File: src/logic/mac_pkg.sv
// Shared types for the multiply-add execution pipe.
// Covers operand words, tags, opcodes, rounding modes and the packets passed from
// the dispatch decoder through both pipes to the result merge.
// RTL and testbench refer to these by scoped name.
package mac_pkg;

  // one operand or result word
  typedef logic [31:0] data_t;

  // dispatch tag, carried back with the result
  typedef logic [3:0] tag_t;

  // fraction bits of the wide Q16.16 format; the narrow Q8.8 format uses half
  localparam int FRAC_W = 16;

  typedef enum logic [2:0] {
    e_op_fadd   = 3'd0,
    e_op_fsub   = 3'd1,
    e_op_fmul   = 3'd2,
    e_op_fmadd  = 3'd3,
    e_op_fmsub  = 3'd4,
    e_op_fnmsub = 3'd5,
    e_op_fnmadd = 3'd6,
    e_op_imul   = 3'd7
  } mac_op_e;

  // encodings follow the RISC-V frm field, dyn defers to the dynamic mode input
  typedef enum logic [2:0] {
    e_rne = 3'b000,
    e_rtz = 3'b001,
    e_rdn = 3'b010,
    e_rup = 3'b011,
    e_dyn = 3'b111
  } rm_e;

  // multiply-add control
  //   no_addend=1           : (a x b)
  //   neg_prod=0 neg_addend=0 :   (a x b) + c
  //   neg_prod=0 neg_addend=1 :   (a x b) - c
  //   neg_prod=1 neg_addend=0 : - (a x b) + c
  //   neg_prod=1 neg_addend=1 : - (a x b) - c
  typedef struct packed {
    logic no_addend;
    logic neg_prod;
    logic neg_addend;
  } fma_ctl_t;

  typedef struct packed {
    logic inexact;
    logic overflow;
  } flags_t;

  typedef struct packed {
    mac_op_e op;
    rm_e     rm;
    logic    narrow;
    tag_t    tag;
    data_t   rs1;
    data_t   rs2;
    data_t   rs3;
  } dispatch_pkt_t;

  typedef struct packed {
    fma_ctl_t ctl;
    rm_e      rm;
    logic     narrow;
    tag_t     tag;
    data_t    a;
    data_t    b;
    data_t    c;
  } fma_req_t;

  typedef struct packed {
    logic  word;
    tag_t  tag;
    data_t a;
    data_t b;
  } imul_req_t;

  typedef struct packed {
    tag_t   tag;
    data_t  data;
    flags_t flags;
  } pipe_res_t;

endpackage

File: src/logic/dispatch_decode.sv
// Dispatch decoder for the multiply-add pipe.
// Steers each packet to the fixed-point or integer pipe, resolves the rounding
// mode and builds the a, b, c operands and sign control. Purely combinational.
module dispatch_decode (
  input  mac_pkg::dispatch_pkt_t pkt_i,
  input  logic                   valid_i,
  input  mac_pkg::rm_e           frm_dyn_i,
  output logic                   fma_valid_o,
  output mac_pkg::fma_req_t      fma_req_o,
  output logic                   imul_valid_o,
  output mac_pkg::imul_req_t     imul_req_o
);

  // the constant one in each format, used as b for add and sub
  localparam mac_pkg::data_t ONE_WIDE   = mac_pkg::data_t'(1 << mac_pkg::FRAC_W);
  localparam mac_pkg::data_t ONE_NARROW = mac_pkg::data_t'(1 << (mac_pkg::FRAC_W / 2));

  logic           is_imul;
  mac_pkg::data_t one;

  assign is_imul = (pkt_i.op == mac_pkg::e_op_imul);
  assign one     = pkt_i.narrow ? ONE_NARROW : ONE_WIDE;

  assign fma_valid_o  = valid_i & ~is_imul;
  assign imul_valid_o = valid_i & is_imul;

  always_comb
  begin
    fma_req_o.ctl    = '0;
    fma_req_o.rm     = (pkt_i.rm == mac_pkg::e_dyn) ? frm_dyn_i : pkt_i.rm;
    fma_req_o.narrow = pkt_i.narrow;
    fma_req_o.tag    = pkt_i.tag;
    fma_req_o.a      = pkt_i.rs1;
    fma_req_o.b      = pkt_i.rs2;
    fma_req_o.c      = pkt_i.rs3;
    case (pkt_i.op)
      mac_pkg::e_op_fadd:
      begin
        fma_req_o.b = one;
        fma_req_o.c = pkt_i.rs2;
      end
      mac_pkg::e_op_fsub:
      begin
        fma_req_o.ctl.neg_addend = 1'b1;
        fma_req_o.b              = one;
        fma_req_o.c              = pkt_i.rs2;
      end
      mac_pkg::e_op_fmul:
      begin
        fma_req_o.ctl.no_addend = 1'b1;
        fma_req_o.c             = '0;
      end
      mac_pkg::e_op_fmsub:
        fma_req_o.ctl.neg_addend = 1'b1;
      mac_pkg::e_op_fnmsub:
        fma_req_o.ctl.neg_prod = 1'b1;
      mac_pkg::e_op_fnmadd:
      begin
        fma_req_o.ctl.neg_prod   = 1'b1;
        fma_req_o.ctl.neg_addend = 1'b1;
      end
      // fmadd keeps the defaults, imul is not routed here
      default:
        fma_req_o.ctl = '0;
    endcase
  end

  // the width flag doubles as word mode for the integer multiply
  assign imul_req_o.word = pkt_i.narrow;
  assign imul_req_o.tag  = pkt_i.tag;
  assign imul_req_o.a    = pkt_i.rs1;
  assign imul_req_o.b    = pkt_i.rs2;

endmodule

File: config.mk
export PLATFORM = sky130hd
export DESIGN_NAME = dispatch_decode
export DESIGN_NICKNAME = d
export VERILOG_FILES = /design/src/logic/mac_pkg.sv /design/src/logic/dispatch_decode.sv
export SDC_FILE = /design/constraint.sdc
export NUM_CORES = 1
export LEC_CHECK = 0
export BUFFER_PORTS_ARGS = -buffer_cell sky130_fd_sc_hd__buf_2
export CAP_MARGIN = 20
export CORE_AREA = 10 10 103 105
export DETAILED_ROUTE_END_ITERATION = 16
export DIE_AREA = 0 0 113 115
export MAX_ROUTING_LAYER = met4
export PLACE_DENSITY = 0.59
export SLEW_MARGIN = 20
export SYNTH_ARGS = -nofsm -noshare
export SYNTH_HDL_FRONTEND = slang
export SYNTH_SLANG_ARGS = --single-unit
File: constraint.sdc
create_clock -name vclk -period 2.31
set_clock_uncertainty 0.05 [all_clocks]
set_input_delay 0.231 -clock vclk [all_inputs]
set_output_delay 0.231 -clock vclk [all_outputs]
set_load 0.005 [all_outputs]
==> out/metrics.cfg <==
[status]
status=completed

[drt]
dr.max_layer_used=met4
vias_per_cell=3.96
vias=1471
post_drt_wl_per_cell_um=16.5
drc=0
drt-met1-wl_um=2140
wl_met3_um=746
drt_pre_antenna_iters=5
routed_wl_um=6110
route.met2.wl_um=3060
drt_iter0_drc=72
postRouteAntennaNets=0

[synth]
ys_warn_count=0
synth_cell_type_count=19
synth_area_mm2=0.00151
syn_nets=309
synth_area_per_cell_um2=7.61
ys_seq_area_share_pct=0
syn_inst=198

[setup_path]
crit_arrival_ps=1360
cp_max_fo=37
critPathCaptureType=output port
required_ps=2030
cp-startpoint=pkt_i[105]
start_kind=input pin
crit_type=input pin to output port

[final_layout]
n_antenna_cell=0
drive_above_1_share_pct=71.5
final_nets=376
ff_latch_area_um2=0
syn2layout_area_growth_pct=11.2
nClkBuffers=0
seq_cell_count=0
post-route-cell-area_mm2=0.00168
n_fill_cell=963

[die]
core_area_mm2=0.00855
io_pins=289
initial_core_util_pct=17.6
fp.dieArea_mm2=0.0130
die_w_um=113
core.rowCount=34
die_h_um=115

[clocking]
postCtsResizedCells=0
holdBufCountCts=0
post-cts-setup-buffers=0

[timing]
setup_viol=0
period_share_pct=70.9
fmax_mhz=610
final_hold_viol_count=0
setup_ws_ps=672
rsz0062_at_grt=no
fin_tns_setup_ps=0
fin_crit_ps=1640
worst_pin_slew_ps=490
slew_headroom_pct=67.3
drv_slew=0

[grt]
grt.overflow.total=0
grt_max_degree=38
grt_pass1_vias=1584
grt_use_total_pct=8.21
grt_pass1_wl_um=8900
antenna_found_initial=0

[placed_design]
numPortBuffers=181
place_hpwl_um=5440
postPlaceCellArea_mm2=0.00168
pre_cts_slack_ps=666
gp_congestion=0.719

[power]
p_leak_uw=0.00103
ir_drop_v=0.0000764
p_per_area_mw_per_mm2=206

[worst_hold_path]
min_path_type=input pin to output port
min_from=pkt_i[65]

[job]
cap_violations=0

power by group:
group | total [µW] | switching (µW) | leakage (µW) | internal, µW
clock network | 0 | 0 | 0 | 0
logic | 345 | 159 | 0.00103 | 186
registers | 0 | 0 | 0 | 0
layout make-up:
cell class	instances	area (µm²)	area share (%)
Inverter	1	3.75	0.224
Multi-Input combinational cell	80	612	36.5
Tap cell	108	135	8.06
Timing Repair Buffer	182	926	55.2
synthesized netlist by cell type:
master	number	area share, %
a21o_4	1	1.0
o21ai_0	1	0.33
buf_6	5	3.7
buf_4	110	55
a22o_2	2	1.3
and2_1	2	0.83
nor2_1	1	0.25
o21a_1	3	1.5
o31ai_1	1	0.50
a22o_1	30	17
nand3_1	1	0.33
inv_1	1	0.25
xor2_1	1	0.58
mux2_2	2	1.5
nand2_1	3	0.75
nor3b_1	1	0.50
buf_2	2	0.66
nor2b_1	30	12
nor2_8	1	1.3
critical path, stage by stage:
cell and delay [ps]:
buf_2 160, nor2_8 420, buf_12 240, a22o_1 160, buf_2 110
path summary, 6_finish.rpt:
check / endpoint / cells after the start
setup / recovery: fma_req_o[6] / 5
hold / removal: fma_req_o[65] / 0
layer usage:
| layer | up-vias | GRT usage [%] |
|---|---|---|
| met3 | 21 | 3.23 |
| met5 | - | - |
| met4 | 0 | 2.45 |
| li1 | 686 | - |
| met1 | 652 | 8.37 |
| met2 | 112 | 14.3 |
logic make-up after synthesis:
family | synth area share, %
AND/OR/NAND/NOR | 16.4
XOR/XNOR | 0.581
multiplexers | 1.49
buffers and inverters | 59.4
AO/OA/AOI/OAI | 22.1
stage by stage:
step / util, % / hold WS (ps) / total power [µW] / cells
after detailed placement: 19.6 / 412 / 353 / 371
final: 19.6 / 412 / 345 / 371
after global placement: 19.6 / 412 / 349 / 371
after global routing: 19.6 / 412 / 385 / 371
after floorplan: - / 445 / 288 / 198
after CTS: 19.6 / 412 / 355 / 371
cells in the final DEF (no fill, tap or decap), types with 2 or more instances in the layout:
cell type  netlist  layout
a22o_1          30      30
a22o_2           2       2
and2_1           2       2
buf_2            2     181
mux2_2           2       2
nand2_1          3       3
nor2b_1         30      30
o21a_1           3       3
Power figures use the tool's default switching activity.
