## config.mk

```make
export PLATFORM = sky130hd
export DESIGN_NAME = imul_pipe
export DESIGN_NICKNAME = d
export VERILOG_FILES = /design/src/logic/mac_pkg.sv /design/src/logic/pipe_delay.sv /design/src/logic/imul_pipe.sv
export SDC_FILE = /design/constraint.sdc
export NUM_CORES = 1
export LEC_CHECK = 0
export BUFFER_PORTS_ARGS = -buffer_cell sky130_fd_sc_hd__clkbuf_2
export CORE_MARGIN = 2
export CORE_UTILIZATION = 64
export CTS_CLUSTER_DIAMETER = 100
export DETAILED_ROUTE_END_ITERATION = 10
export PLACE_DENSITY_LB_ADDON = 0.3
export SYNTH_ARGS = -nofsm -noshare
export SYNTH_HDL_FRONTEND = slang
export SYNTH_SLANG_ARGS = --single-unit
```

## constraint.sdc

```tcl
create_clock -name clk_i -period 11.6 [get_ports clk_i]
set_input_delay 1.16 -clock clk_i [delete_from_list [all_inputs] [get_ports clk_i]]
set_output_delay 1.16 -clock clk_i [all_outputs]
set_load 0.03 [all_outputs]
```

## src/logic/mac_pkg.sv

```systemverilog
// Shared types for the multiply-add execution pipe.
// Covers operand words, tags, opcodes, rounding modes and the packets passed from
// the dispatch decoder through both pipes to the result merge.
// RTL and testbench refer to these by scoped name.
package mac_pkg;

  // one operand or result word
  typedef logic [31:0] data_t;

  // dispatch tag, carried back with the result
  typedef logic [3:0] tag_t;

  // fraction bits of the wide Q16.16 format; the narrow Q8.8 format uses half
  localparam int FRAC_W = 16;

  typedef enum logic [2:0] {
    e_op_fadd   = 3'd0,
    e_op_fsub   = 3'd1,
    e_op_fmul   = 3'd2,
    e_op_fmadd  = 3'd3,
    e_op_fmsub  = 3'd4,
    e_op_fnmsub = 3'd5,
    e_op_fnmadd = 3'd6,
    e_op_imul   = 3'd7
  } mac_op_e;

  // encodings follow the RISC-V frm field, dyn defers to the dynamic mode input
  typedef enum logic [2:0] {
    e_rne = 3'b000,
    e_rtz = 3'b001,
    e_rdn = 3'b010,
    e_rup = 3'b011,
    e_dyn = 3'b111
  } rm_e;

  // multiply-add control
  //   no_addend=1           : (a x b)
  //   neg_prod=0 neg_addend=0 :   (a x b) + c
  //   neg_prod=0 neg_addend=1 :   (a x b) - c
  //   neg_prod=1 neg_addend=0 : - (a x b) + c
  //   neg_prod=1 neg_addend=1 : - (a x b) - c
  typedef struct packed {
    logic no_addend;
    logic neg_prod;
    logic neg_addend;
  } fma_ctl_t;

  typedef struct packed {
    logic inexact;
    logic overflow;
  } flags_t;

  typedef struct packed {
    mac_op_e op;
    rm_e     rm;
    logic    narrow;
    tag_t    tag;
    data_t   rs1;
    data_t   rs2;
    data_t   rs3;
  } dispatch_pkt_t;

  typedef struct packed {
    fma_ctl_t ctl;
    rm_e      rm;
    logic     narrow;
    tag_t     tag;
    data_t    a;
    data_t    b;
    data_t    c;
  } fma_req_t;

  typedef struct packed {
    logic  word;
    tag_t  tag;
    data_t a;
    data_t b;
  } imul_req_t;

  typedef struct packed {
    tag_t   tag;
    data_t  data;
    flags_t flags;
  } pipe_res_t;

endpackage

```

## src/logic/pipe_delay.sv

```systemverilog
// Register chain that delays a payload and its valid by STAGES cycles.
// Several items may be in flight at once; only the valid bits are reset.
module pipe_delay #(
  parameter int STAGES = 1,
  parameter int WIDTH  = 1
) (
  input  logic             clk_i,
  input  logic             rst_n_i,
  input  logic             valid_i,
  input  logic [WIDTH-1:0] data_i,
  output logic             valid_o,
  output logic [WIDTH-1:0] data_o
);

  if (STAGES == 0)
  begin : g_bypass
    assign valid_o = valid_i;
    assign data_o  = data_i;
  end
  else
  begin : g_chain
    logic [STAGES-1:0] valid_q;
    logic [WIDTH-1:0]  data_q [STAGES];

    always_ff @(posedge clk_i)
    begin
      if (!rst_n_i)
        valid_q <= '0;
      else
      begin
        valid_q[0] <= valid_i;
        for (int i = 1; i < STAGES; i++)
          valid_q[i] <= valid_q[i-1];
      end
    end

    always_ff @(posedge clk_i)
    begin
      data_q[0] <= data_i;
      for (int i = 1; i < STAGES; i++)
        data_q[i] <= data_q[i-1];
    end

    assign valid_o = valid_q[STAGES-1];
    assign data_o  = data_q[STAGES-1];
  end

endmodule

```

## src/logic/imul_pipe.sv

```systemverilog
// Integer multiply pipe returning the low word of the product.
// In word mode the low half word is kept and sign-extended. Flags are always
// clear; the result appears LAT cycles after the request.
module imul_pipe #(
  parameter int LAT = 2
) (
  input  logic               clk_i,
  input  logic               rst_n_i,
  input  logic               valid_i,
  input  mac_pkg::imul_req_t req_i,
  output logic               valid_o,
  output mac_pkg::pipe_res_t res_o
);

  localparam int HALF_W = $bits(mac_pkg::data_t) / 2;

  mac_pkg::data_t     prod_lo;
  mac_pkg::pipe_res_t res_d;

  // low product bits are the same for signed and unsigned operands
  assign prod_lo = req_i.a * req_i.b;

  always_comb
  begin
    res_d.tag   = req_i.tag;
    res_d.flags = '0;
    if (req_i.word)
      res_d.data = {{HALF_W{prod_lo[HALF_W-1]}}, prod_lo[HALF_W-1:0]};
    else
      res_d.data = prod_lo;
  end

  pipe_delay #(
    .STAGES(LAT),
    .WIDTH ($bits(mac_pkg::pipe_res_t))
  ) u_delay (
    .clk_i  (clk_i),
    .rst_n_i(rst_n_i),
    .valid_i(valid_i),
    .data_i (res_d),
    .valid_o(valid_o),
    .data_o (res_o)
  );

endmodule

```

==> flow_summary.ini <==
[clock_tree]
clk_pin_slew_ns = 0.06
cts-root-buf = sky130_fd_sc_hd__clkbuf_16
cts_max_path_buffers = 2
clock_latency_ns = 0.34
ctsResizeCount = 0
cts_num_sinks = 74
post-cts-setup-buffer-count = 0
cts_tree = yes
cts_hold_repair.buffers = 0
ctsHtreeMaxLevel = 3
numCtsBuffers = 9

[floorplan]
design.portCount = 111
core_area_mm2 = 0.02703
floorplan.rows = 60
die_height_um = 170.0
die_area_mm2 = 0.02892
initial_util = 0.6529
fp.dieW_um = 170.0

[critical_path]
cp.arrival_ns = 8.16
top_fanout_value_on_the_critical_path = 27
cp-end-kind = flop
setup.worst_path.class = input port to flop
critical_path_required_ns = 11.81
r2r_setup_slack_ns = 11.08
r2r_cells = 1
critical_path.reg2reg.startpoint = u_delay.g_chain.valid_q[0]
setup.worst_path.start_class = input port
r2r_end = u_delay.g_chain.valid_q[1]

[sta]
timing_worst_slew_pin_value_ns = 0.8115
min_period_over_period = 0.6854
setup_viol_count_final = 0
maxClockFrequency_ghz = 0.1258
rsz_0062_raised_after_global_routing = false
hold_viol_final = 0
setup_tns_ns = 0
finalCriticalPeriod_ns = 7.950
max-slew-margin-rel = 0.4590
worst_clock_skew_ns = 0.002101
timing_max_transition_violations_final = 0

[drt]
route.final.wire_length_mm = 39.86
detailroute.wirelength.met3_mm = 2.776
routed-via-count = 12200
routedLengthMet1_mm = 16.57
first_iter_violations = 916
drt-vias-per-instance = 5.493
drtPass1Iterations = 5
maxUsedRoutingLayer = met4
wl_per_cell_um = 17.95
drtAntennaViolNets = 0
post-route-drc-count = 0
met2RoutedLength_mm = 19.36

[yosys]
number_of_flip_flops_and_latches_in_the_synthesized_netlist = 74
post-synth-top-count-cell = sky130_fd_sc_hd__fa_1
syn_area_mm2 = 0.01765
yosysUniqueCellTypes = 49
synth_top_area_share = 0.4629
synth_async_sr_flop_share = 0
synth_top_cells_by_count = sky130_fd_sc_hd__fa_1, sky130_fd_sc_hd__inv_1, sky130_fd_sc_hd__and2_1
ys.warnings.count = 0
synth_cells = 1881
synth_area_leader_cell = sky130_fd_sc_hd__fa_1
synth_seq_area_share = 0.08395
synth_area_per_cell_um2 = 9.381
primary_flip_flop_cell_chosen_by_synthesis_mapping = sky130_fd_sc_hd__dfxtp_1
synth_edf_count = 0
synth_area_leaders = sky130_fd_sc_hd__fa_1, sky130_fd_sc_hd__and2_1, sky130_fd_sc_hd__ha_1, sky130_fd_sc_hd__dfxtp_1, sky130_fd_sc_hd__inv_1

[placement]
post-dp-hpwl_mm = 32.16
placement.io_buffers = 108
placedCellCount = 2205
routabilityCongestion = 0.8620

[cells_and_area]
layout.cells.non_filler = 2221
layout-drive-gt1-share = 0.07185
finish.net_count = 2478
synthToLayoutAreaGrowth_pct = 3.871

[hold_path]
hold_class = flop to flop
holdCritStartpoint = u_delay.g_chain.data_q[0][18]
holdPathStages = 0
hold_end = u_delay.g_chain.data_q[0][56]

[global_route]
global_route_total_overflow = 0
grt_start_max_net_pins = 33
grt_first_pass_wirelength_mm = 66.32
grt_pass1_vias = 13190
grt_antenna_before_repair = 0
grt.total_usage = 0.2980

[run_status]
outcome = completed

[job]
drv_cap = 0
-- cell families (layout without fill, tap and decap cells) --
logic type,after synthesis,count (layout),synth area share
XOR/XNOR,81,81,0.04020
AO/OA/AOI/OAI,90,90,0.03588
flip-flops,74,74,0.08395
other,1,3,0.0002125
multiplexers,1,1,0.0005673
buffers and inverters,518,515,0.1183
AND/OR/NAND/NOR,585,585,0.1707
adder cells (fa/ha/maj),531,531,0.5501
-- sequential cells by signal, indices dropped and copies added (netlist names) --
name / count
u_delay.g_chain.valid_q: 2
u_delay.g_chain.data_q: 72
-- per-layer routing --
layer | vias to the layer above | global-route usage
li1 | 5406 | -
met1 | 6286 | 0.3979
met2 | 421 | 0.4968
met3 | 87 | 0.05395
met4 | 0 | 0.09773
met5 | - | 0
-- layout by cell type (no fill, tap or decap), types with 4 or more instances in the layout --
cell type	count
sky130_fd_sc_hd__and2_1	297
sky130_fd_sc_hd__a21oi_1	24
sky130_fd_sc_hd__ha_1	123
sky130_fd_sc_hd__o31ai_1	5
sky130_fd_sc_hd__inv_1	389
sky130_fd_sc_hd__dfxtp_1	74
sky130_fd_sc_hd__nand2_1	243
sky130_fd_sc_hd__nor3_1	4
sky130_fd_sc_hd__nor2b_1	7
sky130_fd_sc_hd__clkbuf_2	108
sky130_fd_sc_hd__a21o_1	10
sky130_fd_sc_hd__fa_1	408
sky130_fd_sc_hd__nand3_1	7
sky130_fd_sc_hd__o21ai_0	19
sky130_fd_sc_hd__nor2_1	12
sky130_fd_sc_hd__xor2_1	21
sky130_fd_sc_hd__clkbuf_16	9
sky130_fd_sc_hd__xnor2_1	60
sky130_fd_sc_hd__and3_1	4
-- area by class of cell --
class,instances,area [um^2]
Antenna cell,1,2.502
Clock buffer,9,225.2
Clock inverter,6,90.09
Fill cell,2118,8697
Inverter,389,1460
Multi-Input combinational cell,1290,14080
Sequential cell,74,1481
Tap cell,341,426.7
Timing Repair Buffer,111,563.0
-- worst max-delay path, stage by stage --
cell	delay [ns]
sky130_fd_sc_hd__clkbuf_2	0.35
sky130_fd_sc_hd__and2_1	0.29
sky130_fd_sc_hd__fa_1	0.56
sky130_fd_sc_hd__fa_1	0.44
sky130_fd_sc_hd__fa_1	0.52
sky130_fd_sc_hd__inv_1	0.05
sky130_fd_sc_hd__fa_1	0.47
sky130_fd_sc_hd__inv_1	0.06
sky130_fd_sc_hd__fa_1	0.49
sky130_fd_sc_hd__inv_1	0.05
sky130_fd_sc_hd__fa_1	0.54
sky130_fd_sc_hd__inv_1	0.05
sky130_fd_sc_hd__fa_1	0.49
sky130_fd_sc_hd__fa_1	0.42
sky130_fd_sc_hd__ha_1	0.36
sky130_fd_sc_hd__a21oi_1	0.16
sky130_fd_sc_hd__o21ai_0	0.08
sky130_fd_sc_hd__a221oi_1	0.34
sky130_fd_sc_hd__o31ai_2	0.19
sky130_fd_sc_hd__a311oi_4	0.39
sky130_fd_sc_hd__a21oi_2	0.11
sky130_fd_sc_hd__o41a_1	0.33
sky130_fd_sc_hd__xnor2_1	0.17
sky130_fd_sc_hd__o21ai_1	0.07
-- metrics by stage --
stage | setup slack (ns) | util | hold WS (ns) | cell area (um^2)
4_1_cts | 3.664 | 0.6781 | 0.3245 | 18330
5_1_grt | 3.309 | 0.6781 | 0.3250 | 18330
6_report | 3.650 | 0.6782 | 0.3255 | 18330
2_1_floorplan | 3.788 | - | 0.3096 | 17650
3_3_place_gp | 3.396 | 0.6664 | 0.3095 | 18010
3_5_place_dp | 3.301 | 0.6664 | 0.3121 | 18010
-- worst max-delay path by stage --
stage          slack, ns                             to     start
3_5_place_dp        3.30  u_delay.g_chain.data_q[0][33]  req_i[5]
3_3_place_gp        3.40  u_delay.g_chain.data_q[0][33]  req_i[2]
4_1_cts             3.66  u_delay.g_chain.data_q[0][33]  req_i[5]
2_1_floorplan       3.79  u_delay.g_chain.data_q[0][33]  req_i[3]
5_1_grt             3.31  u_delay.g_chain.data_q[0][33]  req_i[2]
6_report            3.65  u_delay.g_chain.data_q[0][33]  req_i[5]
Power is left out: the tool's default activity adds up to more than one toggle a clock period on the data nets, which glitch-free logic cannot reach.
