**src/logic/mac_pkg.sv**
```systemverilog
// Shared types for the multiply-add execution pipe.
// Covers operand words, tags, opcodes, rounding modes and the packets passed from
// the dispatch decoder through both pipes to the result merge.
// RTL and testbench refer to these by scoped name.
package mac_pkg;

  // one operand or result word
  typedef logic [31:0] data_t;

  // dispatch tag, carried back with the result
  typedef logic [3:0] tag_t;

  // fraction bits of the wide Q16.16 format; the narrow Q8.8 format uses half
  localparam int FRAC_W = 16;

  typedef enum logic [2:0] {
    e_op_fadd   = 3'd0,
    e_op_fsub   = 3'd1,
    e_op_fmul   = 3'd2,
    e_op_fmadd  = 3'd3,
    e_op_fmsub  = 3'd4,
    e_op_fnmsub = 3'd5,
    e_op_fnmadd = 3'd6,
    e_op_imul   = 3'd7
  } mac_op_e;

  // encodings follow the RISC-V frm field, dyn defers to the dynamic mode input
  typedef enum logic [2:0] {
    e_rne = 3'b000,
    e_rtz = 3'b001,
    e_rdn = 3'b010,
    e_rup = 3'b011,
    e_dyn = 3'b111
  } rm_e;

  // multiply-add control
  //   no_addend=1           : (a x b)
  //   neg_prod=0 neg_addend=0 :   (a x b) + c
  //   neg_prod=0 neg_addend=1 :   (a x b) - c
  //   neg_prod=1 neg_addend=0 : - (a x b) + c
  //   neg_prod=1 neg_addend=1 : - (a x b) - c
  typedef struct packed {
    logic no_addend;
    logic neg_prod;
    logic neg_addend;
  } fma_ctl_t;

  typedef struct packed {
    logic inexact;
    logic overflow;
  } flags_t;

  typedef struct packed {
    mac_op_e op;
    rm_e     rm;
    logic    narrow;
    tag_t    tag;
    data_t   rs1;
    data_t   rs2;
    data_t   rs3;
  } dispatch_pkt_t;

  typedef struct packed {
    fma_ctl_t ctl;
    rm_e      rm;
    logic     narrow;
    tag_t     tag;
    data_t    a;
    data_t    b;
    data_t    c;
  } fma_req_t;

  typedef struct packed {
    logic  word;
    tag_t  tag;
    data_t a;
    data_t b;
  } imul_req_t;

  typedef struct packed {
    tag_t   tag;
    data_t  data;
    flags_t flags;
  } pipe_res_t;

endpackage

```
**src/logic/result_merge.sv**
```systemverilog
// Result merge for both pipes.
// Arriving results are written into a circular buffer, imul first when both arrive
// together. The oldest entry is sent to the consumer one cycle later if a consumer
// credit is held, and each delivered result returns one issue credit.
module result_merge #(
  parameter int DEPTH = 4
) (
  input  logic               clk_i,
  input  logic               rst_n_i,
  input  logic               fma_valid_i,
  input  mac_pkg::pipe_res_t fma_res_i,
  input  logic               imul_valid_i,
  input  mac_pkg::pipe_res_t imul_res_i,
  input  logic               res_credit_i,
  output logic               res_valid_o,
  output mac_pkg::pipe_res_t res_o,
  output logic               issue_credit_o
);

  localparam int PTR_W  = (DEPTH > 1) ? $clog2(DEPTH) : 1;
  localparam int CNT_W  = $clog2(DEPTH + 1);
  localparam int CRED_W = 8;

  typedef logic [PTR_W-1:0]  ptr_t;
  typedef logic [CNT_W-1:0]  cnt_t;
  typedef logic [CRED_W-1:0] cred_t;

  mac_pkg::pipe_res_t buf_mem [DEPTH];
  ptr_t               rd_ptr_q;
  ptr_t               wr_ptr_q;
  ptr_t               wr_ptr_2nd;
  cnt_t               count_q;
  cred_t              credit_cnt_q;
  logic [1:0]         n_wr;
  logic               have_entry;
  logic               pop;
  mac_pkg::pipe_res_t head;
  mac_pkg::pipe_res_t res_q;
  logic               res_valid_q;
  logic               issue_credit_q;

  function automatic ptr_t ptr_inc(input ptr_t p);
    return (p == ptr_t'(DEPTH - 1)) ? '0 : p + 1'b1;
  endfunction

  assign n_wr       = {1'b0, imul_valid_i} + {1'b0, fma_valid_i};
  assign wr_ptr_2nd = ptr_inc(wr_ptr_q);

  // with an empty buffer the arriving result bypasses straight to the output
  assign have_entry = (count_q != '0) | imul_valid_i | fma_valid_i;
  assign head       = (count_q != '0) ? buf_mem[rd_ptr_q]
                    : (imul_valid_i ? imul_res_i : fma_res_i);
  assign pop        = have_entry & (credit_cnt_q != '0);

  always_ff @(posedge clk_i)
  begin
    if (imul_valid_i)
      buf_mem[wr_ptr_q] <= imul_res_i;
    if (fma_valid_i)
      buf_mem[imul_valid_i ? wr_ptr_2nd : wr_ptr_q] <= fma_res_i;
  end

  always_ff @(posedge clk_i)
  begin
    if (!rst_n_i)
    begin
      rd_ptr_q       <= '0;
      wr_ptr_q       <= '0;
      count_q        <= '0;
      credit_cnt_q   <= '0;
      res_valid_q    <= 1'b0;
      issue_credit_q <= 1'b0;
    end
    else
    begin
      if (n_wr == 2'd2)
        wr_ptr_q <= ptr_inc(wr_ptr_2nd);
      else if (n_wr == 2'd1)
        wr_ptr_q <= wr_ptr_2nd;
      if (pop)
        rd_ptr_q <= ptr_inc(rd_ptr_q);
      count_q        <= count_q + cnt_t'(n_wr) - cnt_t'(pop);
      credit_cnt_q   <= credit_cnt_q + cred_t'(res_credit_i) - cred_t'(pop);
      res_valid_q    <= pop;
      issue_credit_q <= pop;
    end
  end

  always_ff @(posedge clk_i)
  begin
    if (pop)
      res_q <= head;
  end

  assign res_valid_o    = res_valid_q;
  assign res_o          = res_q;
  assign issue_credit_o = issue_credit_q;

endmodule

```
**config.mk**
```make
export PLATFORM = sky130hd
export DESIGN_NAME = result_merge
export DESIGN_NICKNAME = d
export VERILOG_FILES = /design/src/logic/mac_pkg.sv /design/src/logic/result_merge.sv
export SDC_FILE = /design/constraint.sdc
export NUM_CORES = 1
export LEC_CHECK = 0
export BUFFER_PORTS_ARGS = -buffer_cell sky130_fd_sc_hd__buf_2
export CAP_MARGIN = 0
export CELL_PAD_IN_SITES_DETAIL_PLACEMENT = 1
export CELL_PAD_IN_SITES_GLOBAL_PLACEMENT = 2
export CORE_UTILIZATION = 43
export CTS_CLUSTER_DIAMETER = 80
export CTS_CLUSTER_SIZE = 14
export DETAILED_ROUTE_END_ITERATION = 6
export PLACE_DENSITY = 0.81
export SYNTH_ARGS = -nofsm -noshare
export SYNTH_HDL_FRONTEND = slang
export SYNTH_SLANG_ARGS = --single-unit
```
**constraint.sdc**
```tcl
create_clock -name clk_i -period 4.77 [get_ports clk_i]
set_clock_uncertainty 0.2 [all_clocks]
set_input_delay 0.477 -clock clk_i [delete_from_list [all_inputs] [get_ports clk_i]]
set_output_delay 0.477 -clock clk_i [all_outputs]
set_load 0.005 [all_outputs]
```
==> results.sh, run 1 <==
export IMPL_die_h_um=158.8
export IMPL_hold_violations=0
export IMPL_cts_sinks=208
export IMPL_routed_via_density=5.589
export IMPL_postCtsSetupBuffers=0
export IMPL_finalNonFillerCells=1120
export IMPL_clkTransAtPathRegs_ns=0.07
export IMPL_synth_most_common_cell="edfxtp_1"
export IMPL_hold_class="input port to flop"
export IMPL_fmax_mhz=319.8
export IMPL_fin_crit_ns=3.127
export IMPL_cp_arrival_ns=3.31
export IMPL_detail_route_antenna_nets=0
export IMPL_initial_core_util=0.4360
export IMPL_path_max_fanout=42
export IMPL_cts_root_buffer="clkbuf_16"
export IMPL_hpwl_um=14950
export IMPL_n_antenna_cell=0
export IMPL_wl_per_cell_um=22.29
export IMPL_tightest_slew_ns=1.208
export IMPL_crit_start="count_q[2]"
export IMPL_synth_top_area_cell="edfxtp_1"
export IMPL_grt_pass1_wl_um=39130
export IMPL_netlist_area_um2=10570
export IMPL_grt_pass1_vias=6906
export IMPL_r2r_end="count_q[2]"
export IMPL_core_um2=24250
export IMPL_avgSynthCellArea_um2=15.43
export IMPL_worstSetupEndpoint="count_q[2]"
export IMPL_place_inst=1095
export IMPL_ys_async_sr_fraction=0
export IMPL_cts_resized_gates=0
export IMPL_yosysWarnings=0
export IMPL_finalSetupViolCount=0
export IMPL_max_slew_margin_rel=0.1917
export IMPL_rr_worst_depth=9
export IMPL_antenna_found_initial=0
export IMPL_netlist_top_cells_count="190 x edfxtp_1, 116 x mux2_2, 53 x nand2_1"
export IMPL_start_kind="flop"
export IMPL_drt_initial_drc_count=290
export IMPL_cts_made_buffers=18
export IMPL_insertion_delay_ns=0.49
export IMPL_required_ns=4.96
export IMPL_r2r_start="count_q[2]"
export IMPL_ir_drop_mv=0.2481
export IMPL_cts_tree="done"
export IMPL_syn_nets=790
export IMPL_vias=6260
export IMPL_rows=57
export IMPL_period_share=0.6555
export IMPL_grt_max_degree=77
export IMPL_die_area_um2=25220
export IMPL_synth_main_ff_cell="edfxtp_1"
export IMPL_nets=896
export IMPL_drive_above_1_share=0.4209
export IMPL_cp_end_kind="flop"
export IMPL_yosysSeqAreaShare=0.5737
export IMPL_synth_seq_cells=208
export IMPL_synth_top_area_share=0.5396
export IMPL_finalSetupTns_ns=0
export IMPL_place_congestion=0.7694
export IMPL_synthTopCellsByArea="edfxtp_1 54%, mux2_2 12%, mux4_2 8.1%"
export IMPL_max_clock_path_buffers=3
export IMPL_rsz0062_at_grt="no"
export IMPL_fp_dieW_um=158.8
export IMPL_grt_use_total=0.2015
export IMPL_overflow=0
export IMPL_portBuffers=120
export IMPL_pwr_density_cell_nw_per_um2=514.2
export IMPL_drcViolationCount=0
export IMPL_status="finished, final reports clean"
export IMPL_io_pins=121
export IMPL_drt_pass1_iter_count=6
export IMPL_maxSlewViolCount=0
export IMPL_holdBufCountCts=0
export IMPL_r2r_slack_ns=1.64
export IMPL_htree_levels=1
export IMPL_postSynthCellCount=685
export IMPL_synth_cell_type_count=48
export IMPL_syn2layout_area_growth_pct=13.11
export IMPL_power_leakage_nw=4.513
export IMPL_synth_edf_count=190
export IMPL_maxCapViolations=0
export IMPL_critPathKind="flop to flop"
export IMPL_routed_wirelength_um=24970
final cells by class:
cell class | instances | area, um^2
fillers | 2413 | 12290
well taps | 324 | 405.4
repair buffers | 129 | 670.6
clock buffers | 25 | 508.0
multi-input cells | 413 | 4225
inverters | 21 | 78.83
flip-flops and latches | 208 | 6071
how the worst min path moves through the flow:
stage             startpoint              to  slack [ns]  cells after the start
5_1_grt        fma_res_i[31]  buf_mem[0][31]        0.14                      2
2_1_floorplan    rd_ptr_q[1]            flop        0.31                      2
6_report       fma_res_i[31]  buf_mem[3][31]        0.14                      2
3_3_place_gp     rd_ptr_q[1]            flop        0.32                      2
3_5_place_dp     rd_ptr_q[1]            flop        0.34                      2
4_1_cts        fma_res_i[31]  buf_mem[3][31]        0.13                      2
metrics by stage:
stage | hold WS, ns | setup WS (ns) | area, um^2 | util | total power, mW
after global placement | 0.3221 | 1.659 | 11450 | 0.4722 | 4.750
final | 0.1379 | 1.643 | 11960 | 0.4932 | 6.150
after detailed placement | 0.3427 | 1.576 | 11450 | 0.4722 | 4.868
after global routing | 0.1396 | 1.469 | 11960 | 0.4932 | 6.505
after floorplan | 0.3127 | 1.199 | 10570 | - | 4.125
after CTS | 0.1280 | 1.610 | 11960 | 0.4932 | 6.247
logic make-up (layout without fill, tap and decap cells):
logic type / Yosys count / count (layout) / share of synthesized area
buffers and inverters: 64 / 175 / 0.03041
AND/OR/NAND/NOR: 94 / 94 / 0.04272
AO/OA/AOI/OAI: 60 / 60 / 0.03207
XOR/XNOR: 5 / 5 / 0.004142
flip-flops: 208 / 208 / 0.5737
adder cells (fa/ha/maj): 24 / 24 / 0.02982
multiplexers: 230 / 230 / 0.2871
sequential cells by signal (all words and copies together) (netlist names), named ones only:
name,flops
rd_ptr_q,2
res_o,38
wr_ptr_q,2
count_q,3
buf_mem,152
credit_cnt_q,8
issue_credit_o,1
power breakdown:
| group | internal [mW] | switching (mW) |
|---|---|---|
| Sequential | 2.55 | 0.212 |
| Clock | 0.735 | 0.633 |
| Combinational | 0.913 | 1.10 |
| Total | 4.20 | 1.95 |
metal layers:
metal | GRT usage | vias to the layer above | part of all wire | routed length, um
li1 | - | 2861 | - | -
met4 | 0.03883 | 0 | 0.011 | 287
met3 | 0.02821 | 19 | 0.039 | 974
met1 | 0.2514 | 3257 | 0.42 | 10450
met2 | 0.3704 | 123 | 0.53 | 13260
met5 | 0 | - | 0 | 0
cell usage in the layout, fill, tap and decap left out, drive strengths merged, types with 4 or more instances in the layout:
master and n:
dfxtp 18, and2 10, ha 22, mux4 38, nand3 4, buf 129, o21ai 44, a21oi 5
nand2 53, mux2i 40, nor3 4, mux2 152, edfxtp 190, clkbuf 25, nor2 5, inv 21
xnor2 4
critical path: stages (launching register included):
cell and delay (ns):
dfxtp_1 0.32, or3_2 0.49, o32a_2 0.35, buf_4 0.34, ha_1 0.38, inv_1 0.04, ha_1 0.20, fa_1 0.40
xnor2_1 0.14, and2_1 0.15
Power figures use the tool's default switching activity.
==> run 2, diff against run 1 <==
==> constraint.sdc (replaced) <==
create_clock -name clk_i -period 3 [get_ports clk_i]
set_clock_uncertainty 0.2 [all_clocks]
set_input_delay 0.3 -clock clk_i [delete_from_list [all_inputs] [get_ports clk_i]]
set_output_delay 0.3 -clock clk_i [all_outputs]
set_load 0.005 [all_outputs]
==> run 2 against run 1 <==
Flip-flop and latch count is the same. Sequential power increased by 59%. Worst hold slack worse by 0.11 ns. First-iteration DRC count is 5.9% lower. Clock power up 57%. Sequential share of layout area shrank 4.2 points. Register-to-register slack got worse by 1.5 ns. Power grew 64%. Critical path depth rose by 1. Critical path type unchanged. Largest cell class unchanged. Largest power group unchanged.
==> results.sh, run 2 (synthesized netlist as in run 1, its figures left out) <==
export IMPL_ir_drop_mv=0.5238
export IMPL_rows=57
export IMPL_insertion_delay_ns=0.49
export IMPL_power_mw=10.11
export IMPL_multiInputGateArea_um2=4273
export IMPL_finalSetupViolCount=0
export IMPL_power_share_clock=0.212
export IMPL_vias=6602
export IMPL_use_met2=0.4191
export IMPL_max_slew_margin_rel=0.4245
export IMPL_overflow=0
export IMPL_final_common_cell="edfxtp_1"
export IMPL_comb_power_share=0.353
export IMPL_power_leakage_nw=4.986
export IMPL_drcViolationCount=0
export IMPL_seqCellArea_um2=6072
export IMPL_pwr_density_cell_nw_per_um2=774.6
export IMPL_detail_route_antenna_nets=0
export IMPL_fin_util=0.5380
export IMPL_fmax_mhz=347.9
export IMPL_io_pins=121
export IMPL_fillCellCount=2412
export IMPL_die_area_um2=25220
export IMPL_start_kind="flop"
export IMPL_grt_max_degree=77
export IMPL_sw_frac_of_total=0.3193
export IMPL_routed_via_density=5.411
export IMPL_n_antenna_cell=0
export IMPL_hpwl_um=16600
export IMPL_portBuffers=120
export IMPL_cts_tree="done"
export IMPL_drt_initial_drc_count=273
export IMPL_largest_reg_flops=152
export IMPL_cp_end_kind="flop"
export IMPL_met3_usage=0.02429
export IMPL_critPathKind="flop to flop"
export IMPL_core_um2=24250
export IMPL_place_congestion=0.7661
export IMPL_die_h_um=158.8
export IMPL_rsz0062_at_grt="no"
export IMPL_syn2layout_area_growth_pct=23.40
export IMPL_cts_made_buffers=18
export IMPL_antenna_found_initial=0
export IMPL_grt_pass1_vias=7439
export IMPL_period_share=0.9580
export IMPL_htree_levels=1
export IMPL_cts_root_buffer="clkbuf_16"
export IMPL_clkTransAtPathRegs_ns=0.07
export IMPL_fin_crit_ns=2.874
export IMPL_finalSetupTns_ns=0
export IMPL_final_cell_mix="190 x edfxtp_1, 119 x buf_2, 116 x mux2_2"
export IMPL_seqPwrFrac=0.434
export IMPL_hold_violations=0
export IMPL_tightest_slew_ns=0.8633
export IMPL_grt_pass1_wl_um=43030
export IMPL_cp_arrival_ns=3.02
export IMPL_met1_usage=0.2710
export IMPL_initial_core_util=0.4360
export IMPL_top_register="buf_mem"
export IMPL_maxSlewViolCount=0
export IMPL_grt_busiest_layer="met2"
export IMPL_grt_use_total=0.2217
export IMPL_drt_pass1_iter_count=6
export IMPL_p_sw_mw=3.227
export IMPL_nets=996
export IMPL_maxCapViolations=0
export IMPL_routed_wirelength_um=27190
export IMPL_cts_sinks=208
export IMPL_status="finished, final reports clean"
export IMPL_required_ns=3.14
export IMPL_drive_above_1_share=0.4029
export IMPL_hold_class="input port to flop"
export IMPL_p_int_mw=6.879
export IMPL_max_clock_path_buffers=3
export IMPL_fp_dieW_um=158.8
export IMPL_wl_per_cell_um=22.29
export IMPL_path_max_fanout=3
[run 2: layout make-up]
| cell class | count | share of cell area |
|---|---|---|
| Sequential cell | 208 | 0.4654 |
| Inverter | 21 | 0.006042 |
| Multi-Input combinational cell | 413 | 0.3275 |
| Tap cell | 324 | 0.03107 |
| Clock buffer | 24 | 0.03788 |
| Timing Repair Buffer | 229 | 0.1318 |
| Clock inverter | 1 | 0.0002877 |
[run 2: timing repair]
action	in CTS	in global routing
cloned	0	0
gates resized for setup	2	3
buffers inserted	2	0
hold buffers	79	0
hold endpoints to repair	149	0
pin swaps	4	0
setup endpoints to repair	1	5
[run 2: final timing paths]
| check | slack (ns) | cells past startpoint | end | from |
|---|---|---|---|---|
| min reg2reg | 0.38 | 2 | flop | rd_ptr_q[0] |
| max | 0.13 | 10 | credit_cnt_q[6] | count_q[2] |
| min | 0.03 | 2 | buf_mem[2][28] | imul_res_i[28] |
| max reg2reg | 0.13 | 10 | credit_cnt_q[6] | count_q[2] |
[run 2: worst max-delay path: stages, from the launching register on]
cell and delay (ns):
dfxtp_1 0.33, or3_4 0.40, o32a_4 0.40, ha_4 0.26, inv_1 0.03, ha_1 0.21
fa_2 0.38, a21oi_2 0.19, o31ai_2 0.11, nand3_1 0.12, o311ai_2 0.11
[run 2: metrics by stage]
stage	cells	instance area, um^2	hold slack [ns]	worst slack, ns
4_1_cts	1220	13040	0.005502	0.04097
5_1_grt	1220	13050	0.02096	0.03299
3_3_place_gp	1114	11720	0.3232	0.1064
2_1_floorplan	685	10610	0.3009	0.004564
6_report	1220	13050	0.02535	0.1259
3_5_place_dp	1114	11720	0.3803	0.06041
[run 2: power by group through the flow]
stage | Sequential (mW) | Combinational, mW | Clock, mW
4_1_cts | 4.40 | 3.59 | 2.21
5_1_grt | 4.46 | 3.91 | 2.30
3_5_place_dp | 4.46 | 3.45 | 0
6_report | 4.39 | 3.57 | 2.15
2_1_floorplan | 4.29 | 2.31 | 0
3_3_place_gp | 4.42 | 3.32 | 0
[run 2: routing by layer]
| metal | vias up | routed length, um | part of all wire |
|---|---|---|---|
| li1 | 3052 | - | - |
| met5 | - | 0 | 0 |
| met3 | 25 | 693 | 0.025 |
| met2 | 110 | 14660 | 0.54 |
| met1 | 3415 | 11390 | 0.42 |
| met4 | 0 | 452 | 0.017 |
